## config.mk

```make
export PLATFORM = sky130hd
export DESIGN_NAME = mem_ctrl
export DESIGN_NICKNAME = d
export VERILOG_FILES = /design/src/rtl/mem_ctrl_pkg.sv /design/src/rtl/mem_ctrl.sv
export VERILOG_INCLUDE_DIRS = /design/src /design/src/rtl
export SDC_FILE = /design/constraint.sdc
export NUM_CORES = 1
export LEC_CHECK = 0
export BUFFER_PORTS_ARGS = -buffer_cell sky130_fd_sc_hd__buf_2
export CAP_MARGIN = 20
export CORE_AREA = 2 2 39 41
export DETAILED_ROUTE_END_ITERATION = 10
export DIE_AREA = 0 0 41 43
export PLACE_DENSITY_LB_ADDON = 0.3
export SLEW_MARGIN = 30
export SYNTH_ARGS = -nofsm -noshare
export SYNTH_HDL_FRONTEND = slang
export SYNTH_SLANG_ARGS = --single-unit
```

## constraint.sdc

```tcl
create_clock -name clk -period 2 [get_ports clk]
set_input_delay 0.1 -clock clk [delete_from_list [all_inputs] [get_ports clk]]
set_output_delay 0.1 -clock clk [all_outputs]
set_load 0.005 [all_outputs]
```

## src/rtl/mem_config.svh

```systemverilog
`ifndef MEM_CONFIG_SVH
`define MEM_CONFIG_SVH

// number of 32-bit words, also the valid address range
`define MEM_DEPTH_WORDS 256

// cycles from read-address accept to rvalid, at least 1
`define MEM_READ_DELAY 2

// word index width derived from the depth
`define MEM_INDEX_W $clog2(`MEM_DEPTH_WORDS)

`endif

```

## src/rtl/mem_ctrl_pkg.sv

```systemverilog
`default_nettype none

package mem_ctrl_pkg;

    typedef enum logic [1:0] {
        rd_idle,
        rd_wait,
        rd_resp
    } rd_state_e;

    typedef enum logic [1:0] {
        wr_idle,
        wr_addr_held,
        wr_resp
    } wr_state_e;

endpackage

`default_nettype wire

```

## src/rtl/mem_ctrl.sv

```systemverilog
`default_nettype none

`include "mem_config.svh"

module mem_ctrl
    import mem_ctrl_pkg::*;
(
    input  logic clk,
    input  logic rst,

    input  logic imem_arvalid,
    output logic imem_arready,
    output logic imem_rvalid,
    input  logic imem_rready,

    input  logic dmem_arvalid,
    output logic dmem_arready,
    output logic dmem_rvalid,
    input  logic dmem_rready,

    input  logic dmem_awvalid,
    output logic dmem_awready,
    input  logic dmem_wvalid,
    output logic dmem_wready,
    output logic dmem_bvalid,
    input  logic dmem_bready,

    output logic imem_ren,
    output logic dmem_ren,
    output logic aw_latch,
    output logic addr_held,
    output logic wr_commit
);

    localparam int CNT_W = $clog2(`MEM_READ_DELAY + 1);
    localparam logic [CNT_W-1:0] CNT_LOAD = CNT_W'(`MEM_READ_DELAY - 1);

    // channel 0 is imem, channel 1 is dmem
    logic [1:0] arvalid_v;
    logic [1:0] rready_v;
    logic [1:0] arready_v;
    logic [1:0] rvalid_v;
    logic [1:0] ren_v;

    assign arvalid_v = {dmem_arvalid, imem_arvalid};
    assign rready_v  = {dmem_rready, imem_rready};

    for (genvar g = 0; g < 2; g++) begin : g_rd
        rd_state_e        state;
        logic [CNT_W-1:0] cnt;

        assign arready_v[g] = (state == rd_idle);
        assign rvalid_v[g]  = (state == rd_resp);
        assign ren_v[g]     = arvalid_v[g] && arready_v[g];

        always_ff @(posedge clk) begin
            if (rst) begin
                state <= rd_idle;
                cnt   <= '0;
            end else begin
                case (state)
                    rd_idle: begin
                        if (ren_v[g]) begin
                            state <= rd_wait;
                            cnt   <= CNT_LOAD;
                        end
                    end
                    rd_wait: begin
                        // last wait cycle moves to response
                        if (cnt == '0) begin
                            state <= rd_resp;
                        end else begin
                            cnt <= cnt - 1'b1;
                        end
                    end
                    rd_resp: begin
                        if (rready_v[g]) begin
                            state <= rd_idle;
                        end
                    end
                    default: state <= rd_idle;
                endcase
            end
        end

        a_rvalid_hold: assert property (
            @(posedge clk) disable iff (rst)
            rvalid_v[g] && !rready_v[g] |=> rvalid_v[g]
        );
    end

    assign imem_arready = arready_v[0];
    assign imem_rvalid  = rvalid_v[0];
    assign imem_ren     = ren_v[0];
    assign dmem_arready = arready_v[1];
    assign dmem_rvalid  = rvalid_v[1];
    assign dmem_ren     = ren_v[1];

    wr_state_e wr_state;
    logic      aw_fire;

    assign dmem_awready = (wr_state == wr_idle);
    assign addr_held    = (wr_state == wr_addr_held);
    assign dmem_wready  = addr_held || (dmem_awready && dmem_awvalid);
    assign dmem_bvalid  = (wr_state == wr_resp);
    assign aw_fire      = dmem_awvalid && dmem_awready;
    assign aw_latch     = aw_fire;
    assign wr_commit    = dmem_wvalid && dmem_wready;

    always_ff @(posedge clk) begin
        if (rst) begin
            wr_state <= wr_idle;
        end else begin
            case (wr_state)
                wr_idle: begin
                    // data may come in the same cycle as the address
                    if (aw_fire && wr_commit) begin
                        wr_state <= wr_resp;
                    end else if (aw_fire) begin
                        wr_state <= wr_addr_held;
                    end
                end
                wr_addr_held: begin
                    if (wr_commit) begin
                        wr_state <= wr_resp;
                    end
                end
                wr_resp: begin
                    if (dmem_bready) begin
                        wr_state <= wr_idle;
                    end
                end
                default: wr_state <= wr_idle;
            endcase
        end
    end

    a_bvalid_hold: assert property (
        @(posedge clk) disable iff (rst)
        dmem_bvalid && !dmem_bready |=> dmem_bvalid
    );

    // held address comes from an earlier accept not yet committed
    a_commit_has_addr: assert property (
        @(posedge clk) disable iff (rst)
        wr_commit && !aw_fire |-> $past((aw_fire || addr_held) && !wr_commit)
    );

endmodule

`default_nettype wire

```

==> results.md, run 1 <==
* Final Skew at 0.00358 ns
* Worst setup EP type: flop
* Clk buf depth at 2
* Post-synthesis sequential area ratio at 38.0%
* Area growth syn-to-layout at 27.1%
* Routed WL per cell at 10.1 um
* Tot GR Track Use at 12.5%
* Port buffer count at 20
* Finished Core Util at 48.4%
* Vias in the first global route at between 300 and 400
* H-tree depth at 1
* Mapped Area at approximately 530 um^2
* Synth warn at 0
* Residual DRC at 0
* XOR/XNOR Fraction of Synth Area at 0%
* Gp weighted congestion at around 0.66
* Final nets at 92
* DP HPWL at 714 um
* Final min period at 1.33 ns
* Initial antenna violation count at 0
* Max Cap Viol at 0
* Drt initial violations at 3
* Max Fclk at around 0.75 GHz
* Layout cells sized above 1 at between 30 and 40%
* Antenna Cells at 0
* Startpoint Class: flop
* Post_cts resized at 0
* CTS root buffer: clkbuf_4
* Worst Hold Class: input pin to flop
* Arr. time, crit path at ~1.5 ns
* Hold Vio Cnt, Final at 0
* Yosys top cell by area: dfxtp_1
* TritonCTS clock tree: yes
* WHS at about 0.017 ns
* Post-Route WL at approximately 970 um
* Total grt overflow at 0
* First-pass iteration count of the detailed router at 3
* Chip height at 43 um
* Cell count after synthesis at 59
* Fin. max-slew vios at 0
* Critical path type: flop to flop
* Total number of vias at roughly 460
* Io pins at 21
* Reg clk slew, reported paths at roughly 0.07 ns
* Largest net degree at the start of global routing at 11
* Reg2Reg Depth at 5
* RSZ-0062 raised after global routing: no
* Slew @ Worst Pin at just over 0.3 ns
* R2r startpoint: g_rd[1].cnt[0]
* Slew HR at between 70 and 80%
* Status: complete, no violations
* Core area at between 0.001 and 0.0015 mm^2
* Fill count at between 100 and 150
* VDD IR max at 0.567 mV
* CP max FO at 5
* Starting Density at between 30% and 40%
* Worst Hold Path Cells at 2
* Leak pwr at 0.293 nW
* Setup TNS at 0 ns
* Mapped Avg Cell Area at just under 9 um^2
* Synth Area in Simple Gates at 27.1%
* CTS Buf Count at 3
* Post-Syn Nets at 70
* P per Cell Area at roughly 840 mW/mm^2
* Largest family of logic cells by synthesized area: simple AND/OR/NAND/NOR gates
* Area contributors post-synth: dfxtp_1 38%, a221oi_2 5.7%, nand3b_1 5.7%
* Worst-Skew Late Latency at 0.27 ns
* Startpoint of the lowest-slack hold path: dmem_wvalid
* CTS sink count at 10
* Die W at roughly 41 um
* Crit path launch: g_rd[1].cnt[0]
* Synth Area in Compound Gates at approximately a fifth
* Seq cells post-synth at 10
* Die area at ~0.0018 mm^2
* Synth Area in Adders at 4.75%
* Post-synthesis mux area share at between 4 and 5%
* Top cell type's share of synthesized area at between 30% and 40%
* Final period utilization at between 60% and 70%
* Setup-failing EPs final at 0
* Drt via density at just under 5
* Site Rows at 14
* Required @ worst endpoint at about 2.2 ns
* Post-CTS Setup Repair Bufs at 0
* Cts hold-fix bufs at 0
* Post-route ant nets at 0
* Distinct cells, synth at 23
* First-pass GRT wire length at 1460 um
-- report_power, final --
part | leakage (nW) | internal (mW) | switching (mW)
sequential | 0.0824 | 0.219 | 0.0225
clock | 0.0210 | 0.111 | 0.0740
combinational | 0.190 | 0.0755 | 0.0629
total | 0.293 | 0.405 | 0.159
-- Yosys cell counts (all sizes together) --
cell type	n
o21ba	1
o21bai	2
a211oi	2
a31oi	2
nand3b	4
inv	5
clkbuf	3
nor2	6
ha	2
nand3	2
nand2	2
nand2b	2
a22oi	1
and2	4
nor3b	1
nor2b	4
mux2	2
a221oi	2
a21oi	2
dfxtp	10
-- worst paths after layout --
path / endpoint / slack, ns
max: g_rd[1].cnt[0] / 0.67
min: wr_state[0] / 0.02
max reg2reg: g_rd[1].cnt[0] / 0.67
min reg2reg: g_rd[1].cnt[1] / 0.49
-- worst max-delay path, cell delays in order, from the launching register on --
cell,delay [ns]
dfxtp_1,0.33
inv_1,0.09
ha_1,0.25
nor2_2,0.06
mux2_4,0.26
a221oi_2,0.25
-- layout make-up --
| type | count | area [um^2] | area share (%) |
|---|---|---|---|
| Inverter | 5 | 18.8 | 2.80 |
| Multi-Input combinational cell | 41 | 294 | 43.9 |
| Tap cell | 16 | 20.0 | 2.99 |
| Timing Repair Buffer | 20 | 100 | 15.0 |
| Clock buffer | 4 | 36.3 | 5.42 |
| Sequential cell | 10 | 200 | 29.9 |
-- sequential cells by signal, summed over array words and instances (netlist names) --
| register | count |
|---|---|
| wr_state | 2 |
| g_rd.cnt | 4 |
| g_rd.state | 4 |
-- routing by layer --
| layer | routed length, um | vias up | GRT usage (%) |
|---|---|---|---|
| met2 | 453 | 13 | 17.2 |
| met4 | 0 | 0 | 4.00 |
| met5 | 0 | - | 0 |
| met1 | 446 | 203 | 15.6 |
| met3 | 67 | 0 | 7.85 |
| li1 | - | 246 | - |
-- through the flow --
stage / power [mW] / area (um^2) / cells / worst slack, ns
after detailed placement: 0.385 / 633 / 92 / 0.680
after global placement: 0.381 / 633 / 92 / 0.743
final: 0.564 / 669 / 96 / 0.671
after CTS: 0.574 / 669 / 96 / 0.667
after floorplan: 0.342 / 527 / 59 / 0.772
after global routing: 0.602 / 669 / 96 / 0.622
-- cells by family (layout without fill, tap and decap cells) --
| group | after synthesis | after routing |
|---|---|---|
| simple gates | 25 | 25 |
| compound gates | 12 | 12 |
| flops | 10 | 10 |
| buf+inv | 8 | 29 |
| fa+ha+maj | 2 | 2 |
| mux | 2 | 2 |
-- cell usage in the layout, fill, tap and decap left out, types with 3 or more instances in the layout --
master / Yosys / layout
buf_2: 0 / 20
dfxtp_1: 10 / 10
nor2_1: 5 / 5
inv_1: 5 / 5
nor2b_1: 4 / 4
and2_1: 4 / 4
nand3b_1: 4 / 4
clkbuf_4: 0 / 3
(Power assumes the default switching activity.)
==> inputs of run 2 (changes only) <==
==> constraint.sdc (replaced) <==
create_clock -name clk -period 1.26 [get_ports clk]
set_input_delay 0.063 -clock clk [delete_from_list [all_inputs] [get_ports clk]]
set_output_delay 0.063 -clock clk [all_outputs]
set_load 0.005 [all_outputs]
==> run 2 against run 1 <==
Maximum frequency is 14% higher; global-route usage is 2.4 points higher; final cell count is 3.1% higher; total power is 66% higher; sequential power is 60% higher; setup slack worse by 0.58 ns; core utilization is 3.8 points higher; critical path depth stayed put; non-clock buffer count is 3 higher; first-iteration DRC count is 33% lower; clock-buffer cell count stayed put; wire length is 6.1% higher; largest power group unchanged.
==> results.md, run 2 (synthesis results as in run 1) <==
* Post-route ant nets at 0
* Site Rows at 14
* Setup ws final at ~0.095 ns
* Chip height at 43 um
* Arr. time, crit path at roughly 1.4 ns
* CTS Buf Count at 3
* Total number of vias at between 400 and 500
* Largest net degree at the start of global routing at 11
* Routed WL per cell at 10.4 um
* Residual DRC at 0
* Most common cell after layout, fill and taps aside: buf_2
* CP peak stage delay at between 0.3 and 0.4 ns
* Fin. max-slew vios at 0
* Post-Route WL at ~1000 um
* Largest registers: g_rd.cnt (4), g_rd.state (4), wr_state (2)
* CP max FO at 5
* Setup-failing EPs final at 0
* Slew HR at between 80 and 90%
* Switch share at between 20% and 30%
* Total grt overflow at 0
* Final period utilization at 92.5%
* Setup TNS at 0 ns
* RSZ-0062 raised after global routing: no
* H-tree depth at 1
* CP cell instances: inv_2 > ha_4 > nor2_1 > mux2_2 > a221oi_2
* Startpoint Class: flop
* Required @ worst endpoint at about 1.4 ns
* Drt via density at 4.91
* Final min period at between 1 and 1.5 ns
* Port buffer count at 20
* Max Cap Viol at 0
* Gp weighted congestion at 0.624
* Clock group share of total power at 31.0%
* Worst Hold Class: input pin to flop
* P per Cell Area at ~1300 mW/mm^2
* WHS at ~0.055 ns
* Clk buf depth at 2
* Final Total Pwr at roughly 940 uW
* Layout cells sized above 1 at about 47%
* Pre-CTS WS at -0.0163 ns
* Critical path type: flop to flop
* VDD IR max at around 0.74 mV
* Final Skew at 0.000980 ns
* Slew @ Worst Pin at 0.290 ns
* Io pins at 21
* R2r setup slk at around 0.095 ns
* Antenna Cells at 0
* Flop pwr share at between 40% and 50%
* First-pass GRT wire length at 1760 um
* Worst setup EP type: flop
* First-pass iteration count of the detailed router at 2
* Die area at between 0.0015 and 0.002 mm^2
* Tot GR Track Use at approximately 15%
* Leak pwr at between 0.3 and 0.4 nW
* Area growth syn-to-layout at 37.1%
* Hold Vio Cnt, Final at 0
* CTS root buffer: clkbuf_4
* Max Fclk at about 0.86 GHz
* Starting Density at roughly two fifths
* TritonCTS clock tree: yes
* Initial antenna violation count at 0
* Final nets at 95
* Die W at ~41 um
* Core area at 0.00138 mm^2
* Reg clk slew, reported paths at 0.07 ns
* Vias in the first global route at between 400 and 500
* CP max-delay cell: dfxtp_1
* Status: complete, no violations
* Drt initial violations at 2
* Worst-Skew Late Latency at about 0.26 ns
* DP HPWL at between 700 and 800 um
* Logic pwr share at between 20 and 30%
* Most frequent cells in the layout: 20 x buf_2, 8 x dfxtp_1, 5 x nor2_1
* Pint at just under 700 uW
* Psw at around 260 uW
* CTS sink count at 10
-- run 2: per-layer routing --
| layer | up-vias | track usage, % | part of all wire [%] |
|---|---|---|---|
| met4 | 0 | 4.00 | 0 |
| met3 | 0 | 7.85 | 6.0 |
| met2 | 13 | 23.4 | 52 |
| met5 | - | 0 | 0 |
| li1 | 252 | - | - |
| met1 | 221 | 16.8 | 42 |
-- run 2: path summary, 6_finish.rpt --
kind / from / to / cells past startpoint
max: g_rd[0].cnt[0] / g_rd[0].cnt[0] / 5
min: imem_rready / g_rd[0].state[1] / 3
max reg2reg: g_rd[0].cnt[0] / g_rd[0].cnt[0] / 5
min reg2reg: g_rd[1].cnt[1] / g_rd[1].cnt[1] / 2
-- run 2: cell type report --
class | count | area [um^2]
Clock buffer | 4 | 36.3
Sequential cell | 10 | 203
Inverter | 5 | 18.8
Timing Repair Buffer | 23 | 125
Tap cell | 16 | 20.0
Multi-Input combinational cell | 41 | 319
Fill cell | 135 | 662
-- run 2: per-stage QoR --
step | std cells | instance area (um^2) | utilization (%)
5_1_grt | 99 | 722 | 52.2
3_5_place_dp | 93 | 641 | 46.3
4_1_cts | 98 | 693 | 50.1
6_report | 99 | 722 | 52.2
2_1_floorplan | 59 | 527 | -
3_3_place_gp | 93 | 641 | 46.3
-- run 2: timing repair --
item,in CTS,in global routing
resized for setup,4,5
pin swaps,1,1
setup buffers,0,1
hold buffers,1,0
endpoints found under the hold margin,1,0
endpoints found under the setup margin,2,2
-- run 2: power groups by stage --
| stage | clock, mW | sequential (mW) | combinational, mW |
|---|---|---|---|
| after CTS | 0.298 | 0.385 | 0.236 |
| after floorplan | 0 | 0.370 | 0.173 |
| after global placement | 0 | 0.389 | 0.225 |
| after detailed placement | 0 | 0.390 | 0.228 |
| final | 0.290 | 0.386 | 0.259 |
| after global routing | 0.316 | 0.394 | 0.297 |
-- run 2: worst max-delay path, delay by kind of cell (launching register included) --
family / cells / cell delay, ns
flops: 1 / 0.32
mux: 1 / 0.27
compound gates: 1 / 0.19
fa+ha+maj: 1 / 0.16
buf+inv: 1 / 0.08
simple gates: 1 / 0.06
