<file path="src/rtl/mem_config.svh">
`ifndef MEM_CONFIG_SVH
`define MEM_CONFIG_SVH

// number of 32-bit words, also the valid address range
`define MEM_DEPTH_WORDS 256

// cycles from read-address accept to rvalid, at least 1
`define MEM_READ_DELAY 2

// word index width derived from the depth
`define MEM_INDEX_W $clog2(`MEM_DEPTH_WORDS)

`endif

</file>
<file path="src/rtl/mem_bus_pkg.sv">
`default_nettype none

package mem_bus_pkg;

    // response codes as seen on the bus
    typedef enum logic [1:0] {
        resp_okay   = 2'b00,
        resp_slverr = 2'b10
    } mem_resp_e;

endpackage

`default_nettype wire

</file>
<file path="src/rtl/mem_write_path.sv">
`default_nettype none

`include "mem_config.svh"

module mem_write_path
    import mem_bus_pkg::*;
(
    input  logic                    clk,
    input  logic                    rst,
    input  logic [31:0]             dmem_awaddr,
    input  logic                    aw_latch,
    input  logic                    addr_held,
    input  logic [31:0]             dmem_wdata,
    input  logic [3:0]              dmem_wmask,

    output logic [`MEM_INDEX_W-1:0] wr_index,
    output logic [31:0]             wr_data,
    output logic [3:0]              wr_mask,
    output logic                    wr_in_range,
    output mem_resp_e               dmem_bresp
);

    logic [31:0] awaddr_q;
    logic [31:0] addr_use;

    always_ff @(posedge clk) begin
        if (aw_latch) begin
            awaddr_q <= dmem_awaddr;
        end
    end

    // held address wins once the address phase is done
    assign addr_use = addr_held ? awaddr_q : dmem_awaddr;

    assign wr_index    = addr_use[`MEM_INDEX_W+1:2];
    assign wr_in_range = (addr_use[31:2] < 30'(`MEM_DEPTH_WORDS));
    assign wr_data     = dmem_wdata << {addr_use[1:0], 3'b000};
    // upper mask bits fall off the 4-bit result
    assign wr_mask     = dmem_wmask << addr_use[1:0];

    // response only depends on the accepted address, stable through commit
    always_ff @(posedge clk) begin
        if (rst) begin
            dmem_bresp <= resp_okay;
        end else if (aw_latch) begin
            if (dmem_awaddr[31:2] < 30'(`MEM_DEPTH_WORDS)) begin
                dmem_bresp <= resp_okay;
            end else begin
                dmem_bresp <= resp_slverr;
            end
        end
    end

endmodule

`default_nettype wire

</file>
<file path="config.mk">
export PLATFORM = sky130hd
export DESIGN_NAME = mem_write_path
export DESIGN_NICKNAME = d
export VERILOG_FILES = /design/src/rtl/mem_bus_pkg.sv /design/src/rtl/mem_write_path.sv
export VERILOG_INCLUDE_DIRS = /design/src /design/src/rtl
export SDC_FILE = /design/constraint.sdc
export NUM_CORES = 1
export LEC_CHECK = 0
export BUFFER_PORTS_ARGS = -buffer_cell sky130_fd_sc_hd__buf_2
export CAP_MARGIN = 20
export CORE_MARGIN = 2
export CORE_UTILIZATION = 34
export CTS_CLUSTER_SIZE = 16
export DETAILED_ROUTE_END_ITERATION = 8
export PLACE_DENSITY = 0.7
export SETUP_SLACK_MARGIN = 0.4
export SLEW_MARGIN = 20
export SYNTH_ARGS = -nofsm -noshare
export SYNTH_HDL_FRONTEND = slang
export SYNTH_SLANG_ARGS = --single-unit
export TNS_END_PERCENT = 100
</file>
<file path="constraint.sdc">
create_clock -name clk -period 2.35 [get_ports clk]
set_clock_uncertainty 0.2 [all_clocks]
set_input_delay 0.235 -clock clk [delete_from_list [all_inputs] [get_ports clk]]
set_output_delay 0.235 -clock clk [all_outputs]
set_load 0.05 [all_outputs]
</file>
==> metrics.md, run 1 <==
| Metric | Value |
|---|---|
| Outcome | `completed` |
| Synth unique cells | `24` |
| Power Internal | `about 0.0015 W` |
| Vias in the first global route | `between 2000 and 2500` |
| Crit start category | `flip-flop` |
| Synth warn | `0` |
| Post-Synthesis Cells | `approximately 150` |
| Routed WL | `about 8 mm` |
| Layout cell share with drive strength beyond 1 | `between 70% and 80%` |
| Die height | `around 77 um` |
| # diodes | `0` |
| Post-route ant nets | `0` |
| I/O Pins | `~120` |
| Clock share of power | `21.5%` |
| Clock latency on the worst-skew pair | `approximately 0.28 ns` |
| Switching Share | `36.1%` |
| DIE AREA | `5960 um^2` |
| Post-route setup TNS | `0 ns` |
| DP Worst Slack | `about 0.19 ns` |
| Mean Syn Cell Area | `12.3 um^2` |
| Clk buf depth | `2` |
| IO Port Bufs | `117` |
| Total track usage | `approximately a quarter` |
| Core Util, Final | `between 80% and 90%` |
| Initial core utilization | `between 30% and 40%` |
| Most used cell, CP | `buf_6` |
| Worst Path Required | `roughly 1.9 ns` |
| Worst-path clk slew | `approximately 0.06 ns` |
| RSZ-0062 raised after global routing | `true` |
| Fmax | `approximately 0.45 GHz` |
| Grt total ovfl | `0` |
| # setup viols final | `0` |
| Register bit count reported by yosys | `33` |
| Pleak | `between 1.5 and 2 nW` |
| Setup Crit Path Kind | `reg2out` |
| Synth Cell Area | `1820 um^2` |
| Die width | `between 70 and 80 um` |
| Sw power | `~0.00086 W` |
| Vias per cell | `~5.2` |
| Seq/Total Area, Yosys | `53.8%` |
| Largest stage delay, worst path | `slightly above 0.4 ns` |
| Inserted Clock Buffers | `5` |
| Routability cong. | `about 0.77` |
| Largest net degree at the start of global routing | `25` |
| Min cycle time layout | `2.23 ns` |
| Power per cell area | `about 570 nW/um^2` |
| Max Cap Viol | `0` |
| DP HPWL | `~4.0 mm` |
| Syn Nets | `220` |
| Hold Crit Class | `in2reg` |
| Filler Cell Count | `~260` |
| Max Slew Vio Count | `0` |
| Iter 0 DRT Violations | `47` |
| Logic gate share of total power | `between 40% and 50%` |
| H-Tree Depth | `2` |
| Setup WS post-layout | `around 0.12 ns` |
| Row cnt | `26` |
| Final #Nets | `approximately 400` |
| Slowest cell on the critical path | `edfxtp_1` |
| DRC errors left | `0` |
| Worst VDD drop | `between 600 and 700 uV` |
| Synthesis-to-finish area growth | `132%` |
| Initial antenna violation count | `0` |
| Routed via count | `around 2100` |
| First-pass GRT wire length | `11.2 mm` |
| Endpoints failing hold | `0` |
| CTS tree | `yes` |
| Wire length per cell | `~20 um` |
| DRT Pass-1 Iters | `4` |
| Most frequent cells in the layout | `80 x buf_2, 32 x edfxtp_1, 32 x dlygate4sd3_1, 30 x buf_6, 24 x mux2i_4` |
| Critical path arrival | `~1.8 ns` |
| Commonest non-fill, non-tap cell in the layout | `buf_2` |
| Sequential Power Share | `a little under a third` |
| Core area | `a little over 5000 um^2` |
| CP max FO | `8` |
| Crit share post-route | `between 90% and 100%` |
| Root Buffer | `clkbuf_8` |
| Critical path, cell by cell | `buf_6, mux2_4, mux2i_2, mux2i_4, buf_6` |
| Crit. End Element | `primary output` |
| Sink Count | `33` |
layout make-up:
type / count / area (um^2) / share of cell area, %
timing repair buffer: 176 / 1570 / 37.3
clock inverter: 2 / 35.0 / 0.829
multi-input combinational: 108 / 1480 / 34.9
clock buffer: 6 / 72.6 / 1.72
sequential: 33 / 981 / 23.2
tap: 70 / 87.6 / 2.07
kinds of logic (layout without fill, tap and decap cells):
group / count (synthesis) / in the layout / synth area share (%)
other: 1 / 1 / 0.206
DFF: 33 / 33 / 53.8
AOI/OAI and AO/OA: 20 / 20 / 7.56
and+or+nand+nor: 46 / 46 / 13.3
muxes: 39 / 41 / 22.5
buffers and inverters: 9 / 184 / 2.54
worst paths after layout:
check / end / slack [ns] / cells after the start / startpoint
setup / recovery: wr_data[31] / 0.12 / 5 / awaddr_q[1]
hold / removal: awaddr_q[1] / 0.03 / 1 / dmem_awaddr[1]
setup reg to reg: dmem_bresp[1] / 1.49 / 3 / dmem_bresp[1]
hold reg to reg: dmem_bresp[1] / 0.40 / 3 / dmem_bresp[1]
sequential cells by signal (all words and copies together) (netlist names):
name and cells:
awaddr_q 32, dmem_bresp 1
Yosys cell counts:
library cell	n	area, um^2
edfxtp_1	32	961
mux2i_1	27	270
nand2_1	19	71.3
mux2_2	10	113
a21oi_1	9	45.0
and3_1	9	56.3
o2bb2ai_1	9	78.8
nor4_1	8	50.1
buf_2	4	20.0
buf_1	2	7.51
buf_4	2	15.0
mux2i_2	2	27.5
nand4_1	2	12.5
nor2_1	2	7.51
or4_1	2	15.0
clkbuf_1	1	3.75
conb_1	1	3.75
dfxtp_1	1	20.0
nor2_2	1	6.26
nor3_1	1	5.00
nor4b_1	1	8.76
o21a_1	1	7.51
o22ai_1	1	6.26
or4b_1	1	10.0
through the flow:
stage	power, W	cells	hold WS, ns	area [um^2]
global route	0.00246	395	0.0197	4230
finish	0.00239	395	0.0253	4230
detailed placement	0.00150	333	0.224	2880
floorplan	0.00129	148	0.134	2190
CTS	0.00231	392	0.0245	4080
global placement	0.00149	333	0.223	2880
power groups by stage:
stage               Combinational (W)  Clock [W]  Sequential (W)
floorplan                    0.000566          0        0.000723
global placement             0.000767          0        0.000722
detailed placement           0.000773          0        0.000723
CTS                           0.00108   0.000521        0.000713
global route                  0.00120   0.000540        0.000721
finish                        0.00116   0.000515        0.000716
routing by layer:
metal | global-route usage (%) | vias up | share of wire (%)
li1 | - | 941 | -
met1 | 27.8 | 988 | 39
met2 | 45.4 | 113 | 52
met3 | 6.12 | 12 | 6.9
met4 | 5.89 | 0 | 2.0
met5 | 0 | - | 0
worst max-delay path, delay by kind of cell, from the launching register on:
family,cells,cell delay (ns)
flip-flops,1,0.41
buffers and inverters,2,0.32
multiplexers,3,0.78
repair_timing:
action | 4_1_cts | 5_1_grt
hold buffers | 32 | 0
endpoints found under the setup margin | 37 | 37
setup buffers | 15 | 2
gates resized for setup | 137 | 18
cloned | 4 | 1
endpoints found under the hold margin | 32 | 0
pin swaps | 15 | 9
Note: power is estimated with default switching activity, not from simulation.
==> run 2: changes to the inputs <==
CORE_MARGIN = 8   (was 2)
CORE_UTILIZATION = 45   (was 34)
PLACE_DENSITY = 0.88   (was 0.7)
==> run 2 against run 1 <==
  * The flow now stops in clock tree synthesis
  * Synthesized cell count stayed put
  * Area after synthesis stayed put
==> metrics.md, run 2 <==
| Metric | Value |
|---|---|
| IO Port Bufs | `117 (unchanged)` |
| Top-area cell type share of the netlist area | `52.7% (unchanged)` |
| Synth warn | `0 (unchanged)` |
| Hold Buf Count CTS | `31 (was 32)` |
| Sink Count | `33 (unchanged)` |
| Syn Nets | `220 (unchanged)` |
| Mean Syn Cell Area | `12.3 um^2 (unchanged)` |
| Seq/Total Area, Yosys | `53.8% (unchanged)` |
| Number of synthesized flops with an enable pin | `32 (unchanged)` |
| Routability cong. | `0.850 (was 0.765)` |
| Register bit count reported by yosys | `33 (unchanged)` |
| Top post-synthesis cells by area | `edfxtp_1 53%, mux2i_1 15%, mux2_2 6.2%, o2bb2ai_1 4.3%, nand2_1 3.9% (unchanged)` |
| Synth unique cells | `24 (unchanged)` |
| Root Buffer | `clkbuf_8 (unchanged)` |
| Die height | `79.6 um (was 77.2 um)` |
| Post-Synthesis Cells | `148 (unchanged)` |
| Async SR Flop Fraction | `0% (unchanged)` |
| DP HPWL | `4.91 mm (was 3.96 mm)` |
| Post-CTS setup buffers | `17 (was 15)` |
| Post-synth top cells | `32 x edfxtp_1, 27 x mux2i_1, 19 x nand2_1 (unchanged)` |
| Outcome | `stopped before the end (was completed)` |
| Row cnt | `23 (was 26)` |
| Synth Cell Area | `1820 um^2 (unchanged)` |
| Halt Stage | `clock tree synthesis` |
| Post-CTS sizing | `105 (was 137)` |
| Cells after DPL | `313 (was 333)` |
| Cell Area, Placed | `2850 um^2 (was 2880 um^2)` |
| Initial core utilization | `46.2% (was 35.4%)` |
| Inserted Clock Buffers | `5 (unchanged)` |
| Yosys top cell by area | `edfxtp_1 (unchanged)` |
| Clk buf depth | `2 (unchanged)` |
| Err | `[ERROR DPL-0033] detailed placement checks failed during check placement.` |
| Die width | `79.6 um (was 77.2 um)` |
| H-Tree Depth | `2 (unchanged)` |
| Top_reg_cell synth | `edfxtp_1 (unchanged)` |
| Count leader, synth | `edfxtp_1 (unchanged)` |
| I/O Pins | `119 (unchanged)` |
[run 2: cell counts after synthesis]
Identical to the previous run, type by type.
[run 2: cells by family after synthesis]
group                  Yosys count  share of synthesized area, %
multiplexers                    39                          22.5
AO/OA/AOI/OAI                   20                          7.56
flip-flops                      33                          53.8
other                            1                         0.206
AND/OR/NAND/NOR                 46                          13.3
buffers and inverters            9                          2.54
[run 2: per-stage QoR]
step / hold slack (ns) / utilization, % / setup slack, ns
floorplan: 0.134 / - / 0.372
global placement: 0.223 / 72.2 / 0.170
detailed placement: 0.225 / 72.2 / 0.155
==> run 3: changes to the inputs <==
CORE_UTILIZATION = 40   (was 45)
CTS_CLUSTER_SIZE = default   (was 16)
PLACE_DENSITY = default   (was 0.88)
PLACE_DENSITY_LB_ADDON = 0.15   (was default)
SETUP_SLACK_MARGIN = default   (was 0.4)
==> run 3 against run 2 <==
  * The run now ends clean
==> metrics.md, run 3 (synthesis gave the netlist of run 1 again) <==
| Metric | Value |
|---|---|
| Outcome | `completed (was stopped before the end)` |
| Most frequent cells in the layout | `111 x buf_2, 32 x edfxtp_1, 32 x dlygate4sd3_1, 27 x mux2i_1, 19 x nand2_1` |
| Clk buf depth | `2 (unchanged)` |
| Vias in the first global route | `roughly 2000` |
| Iter 0 DRT Violations | `47` |
| Post-route ant nets | `0` |
| Filler Cell Count | `340` |
| I/O Pins | `119 (unchanged)` |
| Fmax | `approximately 0.43 GHz` |
| Clock latency on the worst-skew pair | `roughly 0.27 ns` |
| Cell Area, Placed | `2480 um^2 (was 2850 um^2)` |
| Reg2reg setup slack | `~1.5 ns` |
| Crit path capture | `wr_data[27]` |
| Hold Crit Class | `in2reg` |
| Sink Count | `33 (unchanged)` |
| DIE AREA | `about 7000 um^2` |
| Synthesis-to-finish area growth | `59.5%` |
| IO Port Bufs | `117 (unchanged)` |
| Largest net degree at the start of global routing | `27` |
| Cells after DPL | `315 (was 313)` |
| Routed WL | `between 6 and 7 mm` |
| Commonest non-fill, non-tap cell in the layout | `buf_2` |
| Routability cong. | `0.809 (was 0.850)` |
| Worst-path clk slew | `around 0.060 ns` |
| Power per cell area | `614 nW/um^2` |
| Max Slew Vio Count | `0` |
| Total track usage | `about 17%` |
| Worst VDD drop | `370 uV` |
| First-pass GRT wire length | `9.73 mm` |
| # setup viols final | `0` |
| Worst-case reg-to-reg path depth | `3` |
| Final std cells w/o fill | `354` |
| DRT Pass-1 Iters | `4` |
| Biggest regs | `awaddr_q x32, dmem_bresp x1` |
| Inserted Clock Buffers | `5 (unchanged)` |
| Fin area | `between 2000 and 3000 um^2` |
| Crit share post-route | `97.9%` |
| Crit start category | `flip-flop` |
| Setup Crit Path Kind | `reg2out` |
| Row cnt | `24 (was 23)` |
| Pleak | `approximately 1.4 nW` |
| Vias per cell | `around 5.1` |
| Crit. End Element | `primary output` |
| DP HPWL | `4.55 mm (was 4.91 mm)` |
| Max reg flops | `32` |
| R2R Path Start | `dmem_bresp[1]` |
| Die height | `83.5 um (was 79.6 um)` |
| Die width | `83.5 um (was 79.6 um)` |
| Critical path startpoint | `awaddr_q[1]` |
| Final #Nets | `about 370` |
| Reg2reg end | `dmem_bresp[1]` |
| Min cycle time layout | `around 2.3 ns` |
| Initial antenna violation count | `0` |
| Wire length per cell | `between 15 and 20 um` |
| # diodes | `0` |
| Root Buffer | `clkbuf_8 (unchanged)` |
| Worst Path Required | `~1.9 ns` |
| Max Cap Viol | `0` |
| DRC errors left | `0` |
| CTS tree | `yes` |
| Layout cell share with drive strength beyond 1 | `a little under half` |
| Core area | `4380 um^2` |
| Routed via count | `between 1500 and 2000` |
| Initial core utilization | `41.6% (was 46.2%)` |
| Worst Hold Slack | `between 0.01 and 0.015 ns` |
| Endpoints failing hold | `0` |
| Post-CTS setup buffers | `0 (was 17)` |
| Critical path arrival | `roughly 1.9 ns` |
| Grt total ovfl | `0` |
| H-Tree Depth | `2 (unchanged)` |
| CP max FO | `9` |
| RSZ-0062 raised after global routing | `false` |
| Most flop-heavy register | `awaddr_q` |
==> run 3: stage by stage <==
stage               TNS (ns)  power [W]  util (%)  setup slack (ns)
global route               0    0.00186      66.3          0.000469
finish                     0    0.00178      66.3            0.0501
CTS                        0    0.00179      65.7            0.0309
global placement           0    0.00136      56.7             0.243
detailed placement         0    0.00137      56.7             0.224
floorplan             -0.383    0.00117         -           -0.0426
==> run 3: report_power, final <==
group	switching, W	total, W	internal [W]	leakage, nW
combinational	0.000469	0.000692	0.000223	1.00
sequential	0.0000131	0.000710	0.000697	0.322
clock	0.000183	0.000382	0.000199	0.0387
total	0.000665	0.00178	0.00112	1.36
==> run 3: layer usage <==
layer | vias to the layer above | track usage [%] | part of all wire [%]
met2 | 82 | 29.3 | 48
met5 | - | 0 | 0
met4 | 0 | 4.55 | 1.6
met3 | 10 | 7.23 | 8.1
li1 | 884 | - | -
met1 | 818 | 18.0 | 42
==> run 3: worst min path at each step <==
stage / cells after the start / from / endpoint / slack (ns)
2_1_floorplan: 0 / dmem_awaddr[0] / awaddr_q[0] / 0.13
3_3_place_gp: 1 / dmem_awaddr[21] / awaddr_q[21] / 0.22
3_5_place_dp: 1 / dmem_awaddr[19] / awaddr_q[19] / 0.23
4_1_cts: 3 / rst / dmem_bresp[1] / 0.004
5_1_grt: 3 / rst / dmem_bresp[1] / 0.004
6_report: 3 / rst / dmem_bresp[1] / 0.01
==> run 3: worst max-delay path, cell delays in order, from the launching register on <==
cell and delay [ns]:
edfxtp_1 0.40, mux2_2 0.39, buf_4 0.20, mux2i_1 0.24, mux2i_1 0.13, clkbuf_4 0.23
==> run 3: cell type report <==
class                   count  area [um^2]  share of cell area (%)
well taps                  52         65.1                    2.24
flip-flops and latches     33          981                    33.8
repair buffers            156          977                    33.6
clock buffers               6         72.6                    2.50
clock inverters             1         3.75                   0.129
multi-input cells         106          806                    27.7
==> run 3: repair_timing <==
item,in CTS,in global routing
setup endpoints to repair,0,9
hold buffers,32,0
gates resized for setup,0,9
hold endpoints to repair,32,0
